[src/rtl/fetch_cfg.svh]
//////////////////////////////////////////////////
// Fetch stage configuration
// Widths, prefetch queue depth and alignment bits
// shared by the instruction fetch RTL
//////////////////////////////////////////////////

`ifndef FETCH_CFG_SVH
`define FETCH_CFG_SVH

`define FETCH_ADDR_W      32  // Byte address and PC width
`define FETCH_INSTR_W     32  // Raw instruction word width
`define FETCH_MTVEC_W     24  // Upper trap vector bits held by the CSR file
`define FETCH_IRQ_ID_W    5   // Vectored interrupt number

// Queue entries, also the cap on queued plus in-flight words
`define FETCH_QUEUE_DEPTH 2

// Low address bits forced to zero on word-aligned redirects
`define FETCH_ALIGN_W     2

`endif

[src/rtl/fetch_pkg.sv]
//////////////////////////////////////////////////
// Fetch stage types
// Vector typedefs and the redirect source encoding
//////////////////////////////////////////////////

`include "fetch_cfg.svh"

package fetch_pkg;

  // Byte address or PC
  typedef logic [`FETCH_ADDR_W-1:0]   fetch_addr_t;
  typedef logic [`FETCH_INSTR_W-1:0]  instr_word_t;  // Raw instruction from the bus
  typedef logic [`FETCH_MTVEC_W-1:0]  mtvec_base_t;  // Trap vector base, upper bits
  typedef logic [`FETCH_IRQ_ID_W-1:0] irq_id_t;      // Interrupt number for vectoring

  // Redirect sources selected by the controller
  typedef enum logic [2:0] {
    PC_BOOT     = 3'd0,
    PC_JUMP     = 3'd1,
    PC_BRANCH   = 3'd2,
    PC_MRET     = 3'd3,  // Return from trap to mepc
    PC_TRAP_EXC = 3'd4,
    PC_TRAP_IRQ = 3'd5,  // Vectored interrupt entry
    PC_TRAP_NMI = 3'd6
  } pc_mux_t;

endpackage

[src/rtl/fetch_pc_select.sv]
//////////////////////////////////////////////////
// Fetch PC selection
// Picks the redirect target from the controller's
// source select and flags mtvec init on boot
//////////////////////////////////////////////////

`include "fetch_cfg.svh"

module fetch_pc_select (
  input  logic                  pc_set_i,          // Redirect strobe
  input  fetch_pkg::pc_mux_t    pc_mux_i,          // Redirect source
  input  fetch_pkg::fetch_addr_t boot_addr_i,
  input  fetch_pkg::fetch_addr_t jump_target_i,
  input  fetch_pkg::fetch_addr_t branch_target_i,
  input  fetch_pkg::fetch_addr_t mepc_i,
  input  fetch_pkg::fetch_addr_t nmi_addr_i,
  input  fetch_pkg::mtvec_base_t mtvec_addr_i,
  input  fetch_pkg::irq_id_t    irq_id_i,
  output fetch_pkg::fetch_addr_t branch_addr_o,     // Next fetch address
  output logic                  csr_mtvec_init_o   // Boot redirect seen
);

  localparam int AW = `FETCH_ADDR_W;
  localparam int LW = `FETCH_ALIGN_W;

  always_comb begin
    branch_addr_o = {boot_addr_i[AW-1:LW], {LW{1'b0}}};  // Unused encoding falls back to boot

    unique case (pc_mux_i)
      fetch_pkg::PC_BOOT:     branch_addr_o = {boot_addr_i[AW-1:LW], {LW{1'b0}}};
      fetch_pkg::PC_JUMP:     branch_addr_o = jump_target_i;
      fetch_pkg::PC_BRANCH:   branch_addr_o = branch_target_i;
      fetch_pkg::PC_MRET:     branch_addr_o = mepc_i;
      // Exceptions share the vector base
      fetch_pkg::PC_TRAP_EXC: branch_addr_o = {mtvec_addr_i, 8'h00};
      // Interrupts land on base + 4 * id
      fetch_pkg::PC_TRAP_IRQ: branch_addr_o = {mtvec_addr_i, 1'b0, irq_id_i, {LW{1'b0}}};
      fetch_pkg::PC_TRAP_NMI: branch_addr_o = {nmi_addr_i[AW-1:LW], {LW{1'b0}}};
      default: ;
    endcase
  end

  // CSR file loads its reset mtvec on the boot jump
  assign csr_mtvec_init_o = pc_set_i && (pc_mux_i == fetch_pkg::PC_BOOT);

endmodule

[src/rtl/if_id_register.sv]
//////////////////////////////////////////////////
// IF/ID pipeline register
// Hands instruction and PC to decode, frozen while
// decode is stalled
//////////////////////////////////////////////////

module if_id_register (
  input  logic                   clk,
  input  logic                   rst_n,
  input  logic                   capture_i,         // Stage valid and decode ready
  input  logic                   id_ready_i,
  input  fetch_pkg::instr_word_t instr_i,
  input  fetch_pkg::fetch_addr_t pc_i,
  output logic                   id_instr_valid_o,
  output fetch_pkg::instr_word_t id_instr_o,
  output fetch_pkg::fetch_addr_t id_pc_o
);

  // Valid bit
  always_ff @(posedge clk or negedge rst_n) begin
    if (!rst_n) begin
      id_instr_valid_o <= 1'b0;
    end else if (capture_i) begin
      id_instr_valid_o <= 1'b1;
    end else if (id_ready_i) begin
      id_instr_valid_o <= 1'b0;  // Decode consumed it, nothing new
    end
  end

  // Payload only moves on a capture
  always_ff @(posedge clk) begin
    if (capture_i) begin
      id_instr_o <= instr_i;
      id_pc_o    <= pc_i;
    end
  end

endmodule

[src/rtl/if_stage.sv]
//////////////////////////////////////////////////
// Instruction fetch stage
// Redirect selection, prefetching over the bus and
// the IF/ID register with halt and kill control
//////////////////////////////////////////////////

module if_stage (
  input  logic                   clk,
  input  logic                   rst_n,
  // Redirect control and targets
  input  logic                   pc_set_i,
  input  fetch_pkg::pc_mux_t     pc_mux_i,
  input  fetch_pkg::fetch_addr_t boot_addr_i,
  input  fetch_pkg::fetch_addr_t jump_target_i,
  input  fetch_pkg::fetch_addr_t branch_target_i,
  input  fetch_pkg::fetch_addr_t mepc_i,
  input  fetch_pkg::fetch_addr_t nmi_addr_i,
  input  fetch_pkg::mtvec_base_t mtvec_addr_i,
  input  fetch_pkg::irq_id_t     irq_id_i,
  input  logic                   halt_if_i,
  input  logic                   kill_if_i,
  input  logic                   id_ready_i,
  // Instruction bus
  output logic                   instr_req_o,
  output fetch_pkg::fetch_addr_t instr_addr_o,
  input  logic                   instr_gnt_i,
  input  logic                   instr_rvalid_i,
  input  fetch_pkg::instr_word_t instr_rdata_i,
  // Stage status and IF/ID outputs
  output logic                   if_valid_o,
  output fetch_pkg::fetch_addr_t pc_if_o,
  output logic                   csr_mtvec_init_o,
  output logic                   if_busy_o,
  output logic                   id_instr_valid_o,
  output fetch_pkg::instr_word_t id_instr_o,
  output fetch_pkg::fetch_addr_t id_pc_o
);

  fetch_pkg::fetch_addr_t branch_addr;
  fetch_pkg::instr_word_t fetch_instr;
  logic                   fetch_valid;
  logic                   fetch_ready;

  fetch_pc_select u_pc_select (
    .pc_set_i         (pc_set_i),
    .pc_mux_i         (pc_mux_i),
    .boot_addr_i      (boot_addr_i),
    .jump_target_i    (jump_target_i),
    .branch_target_i  (branch_target_i),
    .mepc_i           (mepc_i),
    .nmi_addr_i       (nmi_addr_i),
    .mtvec_addr_i     (mtvec_addr_i),
    .irq_id_i         (irq_id_i),
    .branch_addr_o    (branch_addr),
    .csr_mtvec_init_o (csr_mtvec_init_o)
  );

  prefetch_buffer u_prefetch (
    .clk            (clk),
    .rst_n          (rst_n),
    .branch_i       (pc_set_i),
    .branch_addr_i  (branch_addr),
    .fetch_ready_i  (fetch_ready),
    .fetch_valid_o  (fetch_valid),
    .fetch_instr_o  (fetch_instr),
    .fetch_addr_o   (pc_if_o),
    .instr_req_o    (instr_req_o),
    .instr_addr_o   (instr_addr_o),
    .instr_gnt_i    (instr_gnt_i),
    .instr_rvalid_i (instr_rvalid_i),
    .instr_rdata_i  (instr_rdata_i),
    .busy_o         (if_busy_o)
  );

  //////////////////////////////////////////////////
  // Stage handshake
  //////////////////////////////////////////////////

  // Kill drains the queue, halt freezes it
  assign fetch_ready = kill_if_i || (id_ready_i && !halt_if_i);
  assign if_valid_o  = fetch_valid && !halt_if_i && !kill_if_i;

  if_id_register u_if_id (
    .clk              (clk),
    .rst_n            (rst_n),
    .capture_i        (if_valid_o && id_ready_i),
    .id_ready_i       (id_ready_i),
    .instr_i          (fetch_instr),
    .pc_i             (pc_if_o),
    .id_instr_valid_o (id_instr_valid_o),
    .id_instr_o       (id_instr_o),
    .id_pc_o          (id_pc_o)
  );

endmodule

[src/rtl/prefetch_buffer.sv]
//////////////////////////////////////////////////
// Prefetch buffer
// Sequences instruction bus requests, tracks and
// drops stale responses, and queues fetched words
//////////////////////////////////////////////////

`include "fetch_cfg.svh"

module prefetch_buffer (
  input  logic                   clk,
  input  logic                   rst_n,
  input  logic                   branch_i,       // Redirect, flushes the queue
  input  fetch_pkg::fetch_addr_t branch_addr_i,
  input  logic                   fetch_ready_i,  // Stage takes the head word
  output logic                   fetch_valid_o,
  output fetch_pkg::instr_word_t fetch_instr_o,
  output fetch_pkg::fetch_addr_t fetch_addr_o,   // PC of the head word
  output logic                   instr_req_o,
  output fetch_pkg::fetch_addr_t instr_addr_o,
  input  logic                   instr_gnt_i,
  input  logic                   instr_rvalid_i,
  input  fetch_pkg::instr_word_t instr_rdata_i,
  output logic                   busy_o
);

  localparam int DEPTH = `FETCH_QUEUE_DEPTH;
  localparam int CNT_W = $clog2(DEPTH + 1);
  localparam int PTR_W = (DEPTH > 1) ? $clog2(DEPTH) : 1;

  fetch_pkg::fetch_addr_t addr_q;        // Address on the bus or next to request
  fetch_pkg::fetch_addr_t redir_addr_q;  // Target parked behind an ungranted request
  fetch_pkg::fetch_addr_t head_pc_q;
  logic                   fetch_en_q;    // Set by the first redirect
  logic                   req_hold_q;    // Request left ungranted last cycle
  logic                   redir_pend_q;
  logic [CNT_W-1:0]       out_cnt_q;     // Responses still owed by the bus
  logic [CNT_W-1:0]       out_cnt_n;
  logic [CNT_W-1:0]       disc_cnt_q;    // Owed responses that belong to an old path
  logic [CNT_W-1:0]       q_cnt_q;
  logic [PTR_W-1:0]       wr_ptr_q;
  logic [PTR_W-1:0]       rd_ptr_q;
  logic [CNT_W:0]         fill_lvl;
  logic                   room;
  logic                   req_acc;
  logic                   req_stuck;
  logic                   resp_keep;
  logic                   pop;

  fetch_pkg::instr_word_t queue_mem [DEPTH];

  function automatic logic [PTR_W-1:0] ptr_inc(input logic [PTR_W-1:0] ptr);
    ptr_inc = (ptr == PTR_W'(DEPTH - 1)) ? '0 : ptr + 1'b1;
  endfunction

  //////////////////////////////////////////////////
  // Bus request side
  //////////////////////////////////////////////////

  assign fill_lvl = {1'b0, q_cnt_q} + {1'b0, out_cnt_q};
  assign room     = fill_lvl < (CNT_W + 1)'(DEPTH);  // Every word in flight has a slot

  // No fresh request in a redirect cycle, a held one must stay up
  assign instr_req_o  = req_hold_q || (fetch_en_q && room && !branch_i);
  assign instr_addr_o = addr_q;

  assign req_acc   = instr_req_o && instr_gnt_i;
  assign req_stuck = instr_req_o && !instr_gnt_i;
  assign out_cnt_n = out_cnt_q + CNT_W'(req_acc) - CNT_W'(instr_rvalid_i);

  // Old-path data is dropped, including whatever arrives with the redirect
  assign resp_keep = instr_rvalid_i && (disc_cnt_q == '0) && !branch_i;

  always_ff @(posedge clk or negedge rst_n) begin
    if (!rst_n) begin
      fetch_en_q   <= 1'b0;
      req_hold_q   <= 1'b0;
      redir_pend_q <= 1'b0;
      addr_q       <= '0;
      redir_addr_q <= '0;
      out_cnt_q    <= '0;
      disc_cnt_q   <= '0;
    end else begin
      req_hold_q <= req_stuck;
      out_cnt_q  <= out_cnt_n;
      if (branch_i) begin
        fetch_en_q <= 1'b1;
        disc_cnt_q <= out_cnt_n + CNT_W'(req_stuck);  // Stuck request is stale too
        if (req_stuck) begin
          redir_pend_q <= 1'b1;            // Wait for the grant before switching
          redir_addr_q <= branch_addr_i;
        end else begin
          redir_pend_q <= 1'b0;
          addr_q       <= branch_addr_i;
        end
      end else begin
        if (instr_rvalid_i && (disc_cnt_q != '0)) begin
          disc_cnt_q <= disc_cnt_q - 1'b1;
        end
        if (req_acc) begin
          redir_pend_q <= 1'b0;
          addr_q       <= redir_pend_q ? redir_addr_q : addr_q + 32'd4;
        end
      end
    end
  end

  //////////////////////////////////////////////////
  // Instruction queue
  //////////////////////////////////////////////////

  assign pop = fetch_valid_o && fetch_ready_i;

  always_ff @(posedge clk or negedge rst_n) begin
    if (!rst_n) begin
      q_cnt_q   <= '0;
      wr_ptr_q  <= '0;
      rd_ptr_q  <= '0;
      head_pc_q <= '0;
    end else if (branch_i) begin
      q_cnt_q   <= '0;              // Flush
      wr_ptr_q  <= '0;
      rd_ptr_q  <= '0;
      head_pc_q <= branch_addr_i;   // First kept word sits at the target
    end else begin
      q_cnt_q <= q_cnt_q + CNT_W'(resp_keep) - CNT_W'(pop);
      if (resp_keep) wr_ptr_q <= ptr_inc(wr_ptr_q);
      if (pop) begin
        rd_ptr_q  <= ptr_inc(rd_ptr_q);
        head_pc_q <= head_pc_q + 32'd4;  // Words after a redirect are sequential
      end
    end
  end

  // Word storage
  always_ff @(posedge clk) begin
    if (resp_keep) queue_mem[wr_ptr_q] <= instr_rdata_i;
  end

  assign fetch_valid_o = (q_cnt_q != '0);
  assign fetch_instr_o = queue_mem[rd_ptr_q];
  assign fetch_addr_o  = head_pc_q;
  assign busy_o        = (out_cnt_q != '0);  // Bus still owes data

endmodule

[config.mk]
export PLATFORM = sky130hd
export DESIGN_NAME = if_stage
export DESIGN_NICKNAME = d
export VERILOG_FILES = /design/src/rtl/fetch_pkg.sv /design/src/rtl/fetch_pc_select.sv /design/src/rtl/if_id_register.sv /design/src/rtl/if_stage.sv /design/src/rtl/prefetch_buffer.sv
export VERILOG_INCLUDE_DIRS = /design/src /design/src/rtl
export SDC_FILE = /design/constraint.sdc
export NUM_CORES = 1
export LEC_CHECK = 0
export BUFFER_PORTS_ARGS = -buffer_cell sky130_fd_sc_hd__buf_2
export CAP_MARGIN = 20
export CORE_AREA = 2 2 188 190
export CTS_CLUSTER_SIZE = 24
export DETAILED_ROUTE_END_ITERATION = 10
export DIE_AREA = 0 0 190 192
export PLACE_DENSITY_LB_ADDON = 0.08
export SYNTH_ARGS = -nofsm -noshare
export SYNTH_HDL_FRONTEND = slang
export SYNTH_SLANG_ARGS = --single-unit
[constraint.sdc]
create_clock -name clk -period 4.3 [get_ports clk]
set_input_delay 0.86 -clock clk [delete_from_list [all_inputs] [get_ports clk]]
set_output_delay 0.86 -clock clk [all_outputs]
set_load 0.01 [all_outputs]
; Word-level counts from Yosys, hierarchy flattened
; Memory sizes are Yosys's and may differ from the RTL's. A register that Yosys moved wholly into a read port is not among the register bits.
; Index checks and enable logic that the tools add are counted.
[classes]
n_addsub = 11
multipliers = 0
n_div = 0
n_lt_le_gt_ge = 1
eq_ne = 7
shifts = 0
n_mux = 23
bitwise = 0
n_reduce_logical = 31
[ops]
columns = op, count
row1 = 32-bit 2-to-1 mux, 6
row2 = 32-bit one-hot mux with 6 select lines, 1
row3 = "32-bit by 3-bit adder with 32-bit output, second input constant", 2
row4 = 2-bit nonzero test, 8
row5 = 1-bit logical AND, 13
row6 = 1-bit 2-to-1 mux, 13
row7 = "3-bit == test, second input constant", 3
row8 = 2-bit by 1-bit adder with 2-bit output, 3
row9 = "3-bit by 2-bit == test with 1-bit output, second input constant", 2
row10 = 2-bit 2-to-1 mux, 3
row11 = 1-bit zero test, 4
row12 = 2-bit AND reduction, 2
row13 = 2-bit by 1-bit subtractor with 2-bit output, 2
row14 = 2-bit by 2-bit adder with 3-bit output, 1
row15 = "3-bit by 1-bit == test with 1-bit output, second input constant", 1
row16 = 3-bit zero test, 1
row17 = "3-bit by 2-bit less-than comparator with 1-bit output, second input constant", 1
row18 = "1-bit adder, second input constant", 2
row19 = 2-bit zero test, 1
row20 = 1-bit logical OR, 2
row21 = "2-bit inequality test, second input constant", 1
row22 = "2-bit by 1-bit subtractor with 2-bit output, second input constant", 1
[totals]
register_bits = 140
latch_bits = 0
ramBits = 64
romBits = 0
in_bits = 232
output_inout_bits = 133
wordCells = 87
n_memories = 1
[memory_table]
columns = name, depth, width, rd, rd_clocked_by_memory_dff, wr, line_no
row1 = u_prefetch.queue_mem, 2, 32, 1, 1, 1, prefetch_buffer.sv:49  ; fetch_pkg::instr_word_t queue_mem [DEPTH];

; Depth between registers and ports, before layout
[logic_depth]
word_depth = 10
ltp_mapped = 11
ltp_nobuf = 11

; Modules after synthesis
; A second synthesis with hierarchy kept.
[hier_totals]
hier_cells = 1011
hier_area_um2 = 11790.1
[modules_own_cells]
columns = mod, n_inst, cells_each, area_per_inst_um2, seq_area_each_um2
row1 = prefetch_buffer, 1, 690, 8075.2, 4599.4
row2 = if_id_register, 1, 67, 1958.1, 1946.9
row3 = fetch_pc_select, 1, 249, 1710.4, 0.0
row4 = if_stage, 1, 5, 46.3, 0.0

; Least setup slack after synthesis
; OpenSTA, ideal clock, no wires.
[synth_path]
path_type = input-to-reg
start = input pc_set_i
end = memory u_prefetch.queue_mem[0][0] in the netlist's numbering (enable)
setup_ps = 461
t_arrival_ps = 3836
required_ps = 3839
path_slack_ps = 2
stages = 5
path_buffers = 4
path_cell_list = clkbuf_1 clkbuf_1 buf_2 clkbuf_1 nor3_1
[synth_via]
elab_chain_cells = 4
[synth_lines]
columns = item, line_no
row1 = start: declaration, if_stage.sv:11  ; input logic pc_set_i,
row2 = 1-bit zero test, prefetch_buffer.sv:71  ; assign resp_keep = instr_rvalid_i && (disc_cnt_q == '0) && !branch_i;
row3 = 1-bit logical AND, prefetch_buffer.sv:71
row4 = 1-bit 2-to-1 mux, prefetch_buffer.sv:136  ; if (resp_keep) queue_mem[wr_ptr_q] <= instr_rdata_i;
row5 = 1-bit 2-to-1 mux (not written as such), prefetch_buffer.sv:136
row6 = end: declaration, prefetch_buffer.sv:49
; No other way between the ends.

; Worst setup path after layout
[layout_path]
start = register u_prefetch.q_cnt_q[0]
end = output instr_req_o
[layout_via]
elab_chain_cells = 5
[layout_lines]
columns = item, line_no
row1 = start: declaration, prefetch_buffer.sv:39  ; logic [CNT_W-1:0] q_cnt_q;
row2 = start signal: assignment, prefetch_buffer.sv:125  ; q_cnt_q <= q_cnt_q + CNT_W'(resp_keep) - CNT_W'(pop);
row3 = 2-bit by 2-bit adder with 3-bit output, prefetch_buffer.sv:59  ; assign fill_lvl = {1'b0, q_cnt_q} + {1'b0, out_cnt_q};
row4 = 3-bit by 2-bit less-than comparator with 1-bit output, prefetch_buffer.sv:60  ; assign room = fill_lvl < (CNT_W + 1)'(DEPTH);
row5 = 1-bit logical AND (2 in series), prefetch_buffer.sv:63  ; assign instr_req_o = req_hold_q || (fetch_en_q && room && !branch_i);
row6 = 1-bit logical OR, prefetch_buffer.sv:63
row7 = end: declaration, if_stage.sv:24  ; output logic instr_req_o,
; No other way between the ends.

==> results.cfg <==
[outcome]
status = finished, final reports clean

[clocking]
cts_max_level = 1
clk_pin_slew_worst_paths_ns = 0.06
cts_resized = 0
worstSkewPairLatency_ns = 0.53
cts_hold_buf = 0
clockRootBuffer = clkbuf_16
cts_tree = done
clock_sinks = 236
cts_made_buffers = 25
post-cts-setup-buffers = 0
cts_buffer_depth = 3

[hold_path]
hold_path_class = input port to async pin

[synthesis]
syn_avg_cell_area_sq_um = 11.1
synthTopCellsByArea = edfxtp_1, dfrtp_1, mux2_2, o21ai_0, nand2_1
synth_ff_type = edfxtp_1
ys_async_sr_fraction = 0.458
ys_seq_area_frac = 0.547
ys_top_cells_by_count = edfxtp_1, dfrtp_1, nand2_1
yosysTopAreaCell = edfxtp_1
syn_area_sq_mm = 0.0120
ys_types = 79
yosysWarnings = 0
ys_ff_latch = 236
netlist.area_leader.share = 0.321
syn_inst = 1079
synth_edf_count = 128
yosysMostFrequentCell = edfxtp_1
synth_nets = 1320

[place]
portBuffers = 360
placed_cell_area_sq_mm = 0.0142
place_congestion = 0.880
preCtsSetupSlack_ns = 1.06
hpwl_mm = 29.5

[floorplan]
initial_core_util = 0.349
io-pin-count = 365
die_w_microns = 190
rows = 68
die_h_microns = 192
die_area_sq_mm = 0.0365
core_area_sq_mm = 0.0343

[sta]
finalHoldViolations = 0
rsz0062_at_grt = false
finalSetupViolCount = 0
min_period_over_period = 0.696
drv_slew = 0
worst_pin_slew_ns = 0.918
period_minus_slack_ns = 2.99
worst_hold_slack_ns = 0.371
max_freq_ghz = 0.334
clock_skew_ns = 0.00899
layout_setup_ws_ns = 1.31
relSlewSlack = 0.388
final.setup.tns_ns = 0

[critical_path]
r2r_setup_slack_ns = 1.69
startpoint_type = register
end_kind = output port
reg2reg_to = u_prefetch.instr_addr_o[16]
crit_required_ns = 3.44
rr_startpoint = u_prefetch.q_cnt_q[0]
worstPathArrival_ns = 2.13
critPathKind = register to output port
ff2ff_path_depth = 7
cp_max_fo = 4

[global_route]
grt_usage = 0.210
overflow = 0
grt_start_max_net_pins = 65
antenna_found_initial = 2
grt_pass1_wl_mm = 58.3
grt_pass1_vias = 9588

[cells_and_area]
finalNetCount = 1657
drive_gt1_frac = 0.351
num_antenna_cells = 0
stdcell_area_sq_mm = 0.0151
area_growth_pct = 26.0
nFillCells = 3327

[route]
drc = 0
drt-wirelength-per-cell_microns = 20.7
firstDrtPassIters = 5
wl_mm = 39.2
routed_via_density = 5.25
drtAntennaViolNets = 0
dr_total_vias = 9918
dr.first_iter.drc_count = 681

[run]
cap_violations = 0

[pwr]
vdd_ir_drop_max_mv = 0.276
leakagePower_nw = 6.24
p_per_area_mw_per_mm2 = 526
==> sequential cells by signal, indices dropped and copies added (netlist names) <==
register / flops
u_if_id.id_instr_valid_o: 1
u_prefetch.req_hold_q: 1
u_prefetch.fetch_addr_o: 32
u_prefetch.fetch_en_q: 1
u_prefetch.queue_mem: 64
u_prefetch.out_cnt_q: 2
u_prefetch.q_cnt_q: 2
u_if_id.id_instr_o: 32
u_prefetch.disc_cnt_q: 2
u_prefetch.instr_addr_o: 32
u_prefetch.rd_ptr_q: 1
u_if_id.id_pc_o: 32
u_prefetch.wr_ptr_q: 1
u_prefetch.redir_pend_q: 1
u_prefetch.redir_addr_q: 32
==> through the flow <==
stage	std cells	power, mW	util
4_1_cts	1890	8.04	0.440
3_3_place_gp	1844	5.68	0.414
5_1_grt	1890	8.44	0.440
6_report	1890	7.94	0.440
3_5_place_dp	1844	5.72	0.414
2_1_floorplan	1079	4.76	-
==> how the worst max path moves through the flow <==
stage	start	endpoint	slack, ns	cells past startpoint
2_1_floorplan	pc_set_i	u_prefetch.queue_mem[0][0]	0.002	5
3_3_place_gp	pc_mux_i[1]	u_prefetch.instr_addr_o[20]	1.10	6
3_5_place_dp	pc_mux_i[1]	u_prefetch.instr_addr_o[17]	1.06	6
4_1_cts	u_prefetch.q_cnt_q[0]	instr_req_o	1.26	6
5_1_grt	u_prefetch.q_cnt_q[0]	instr_req_o	1.13	6
6_report	u_prefetch.q_cnt_q[0]	instr_req_o	1.31	6
==> worst max-delay path: stages, from the launching register on <==
cell and delay, ns:
dfrtp_1 0.38, inv_1 0.13, nor2_1 0.07, fa_1 0.43
nor2_1 0.23, a31o_2 0.22, buf_2 0.14
==> report_power, final <==
part	internal, mW	leakage [nW]	switching, mW
Combinational	0.963	3.36	1.35
Clock	1.37	0.407	0.910
Sequential	2.89	2.47	0.452
==> cells in the final DEF (no fill, tap or decap), types with 5 or more instances in the layout <==
master and instances:
a211oi_1 7, a21boi_0 5, a21o_1 5, a21oi_1 52, a221oi_1 11, a22oi_1 14
and2_1 8, and3_1 9, and4_1 7, buf_2 359, buf_4 25, bufinv_16 5
clkbuf_16 25, dfrtp_1 108, edfxtp_1 128, ha_1 8, inv_1 29, mux2_2 51
mux2i_1 30, nand2_1 104, nand2b_1 19, nand3_1 25, nand3b_1 9, nand4_1 17
nor2_1 55, nor2b_1 7, nor3_1 12, nor4_1 11, o211ai_1 11, o21ai_0 91
o221ai_1 12, o22ai_1 24, o31ai_1 7, or2_2 6, xnor2_1 20, xor2_1 19
==> per-layer routing <==
layer	part of all wire	global-route usage	wire length (microns)	vias up
li1	-	-	-	4733
met1	0.44	0.283	17100	4743
met2	0.47	0.350	18600	396
met3	0.066	0.0347	2570	44
met4	0.022	0.0543	878	2
met5	0.00031	0	12	-
==> layout make-up <==
| type | count | area (sq um) | area share |
|---|---|---|---|
| well taps | 455 | 569 | 0.0378 |
| inverters | 31 | 116 | 0.00772 |
| multi-input cells | 737 | 4970 | 0.330 |
| repair buffers | 385 | 2000 | 0.133 |
| clock inverters | 18 | 234 | 0.0155 |
| flip-flops and latches | 236 | 6550 | 0.434 |
| clock buffers | 28 | 637 | 0.0422 |
==> kinds of logic after synthesis <==
logic type	count (synthesis)	synth area share
simple gates	310	0.133
fa+ha+maj	9	0.0100
buf+inv	106	0.0391
compound gates	295	0.164
mux	84	0.0787
flops	236	0.547
xor+xnor	39	0.0285
(Power assumes the default switching activity.)
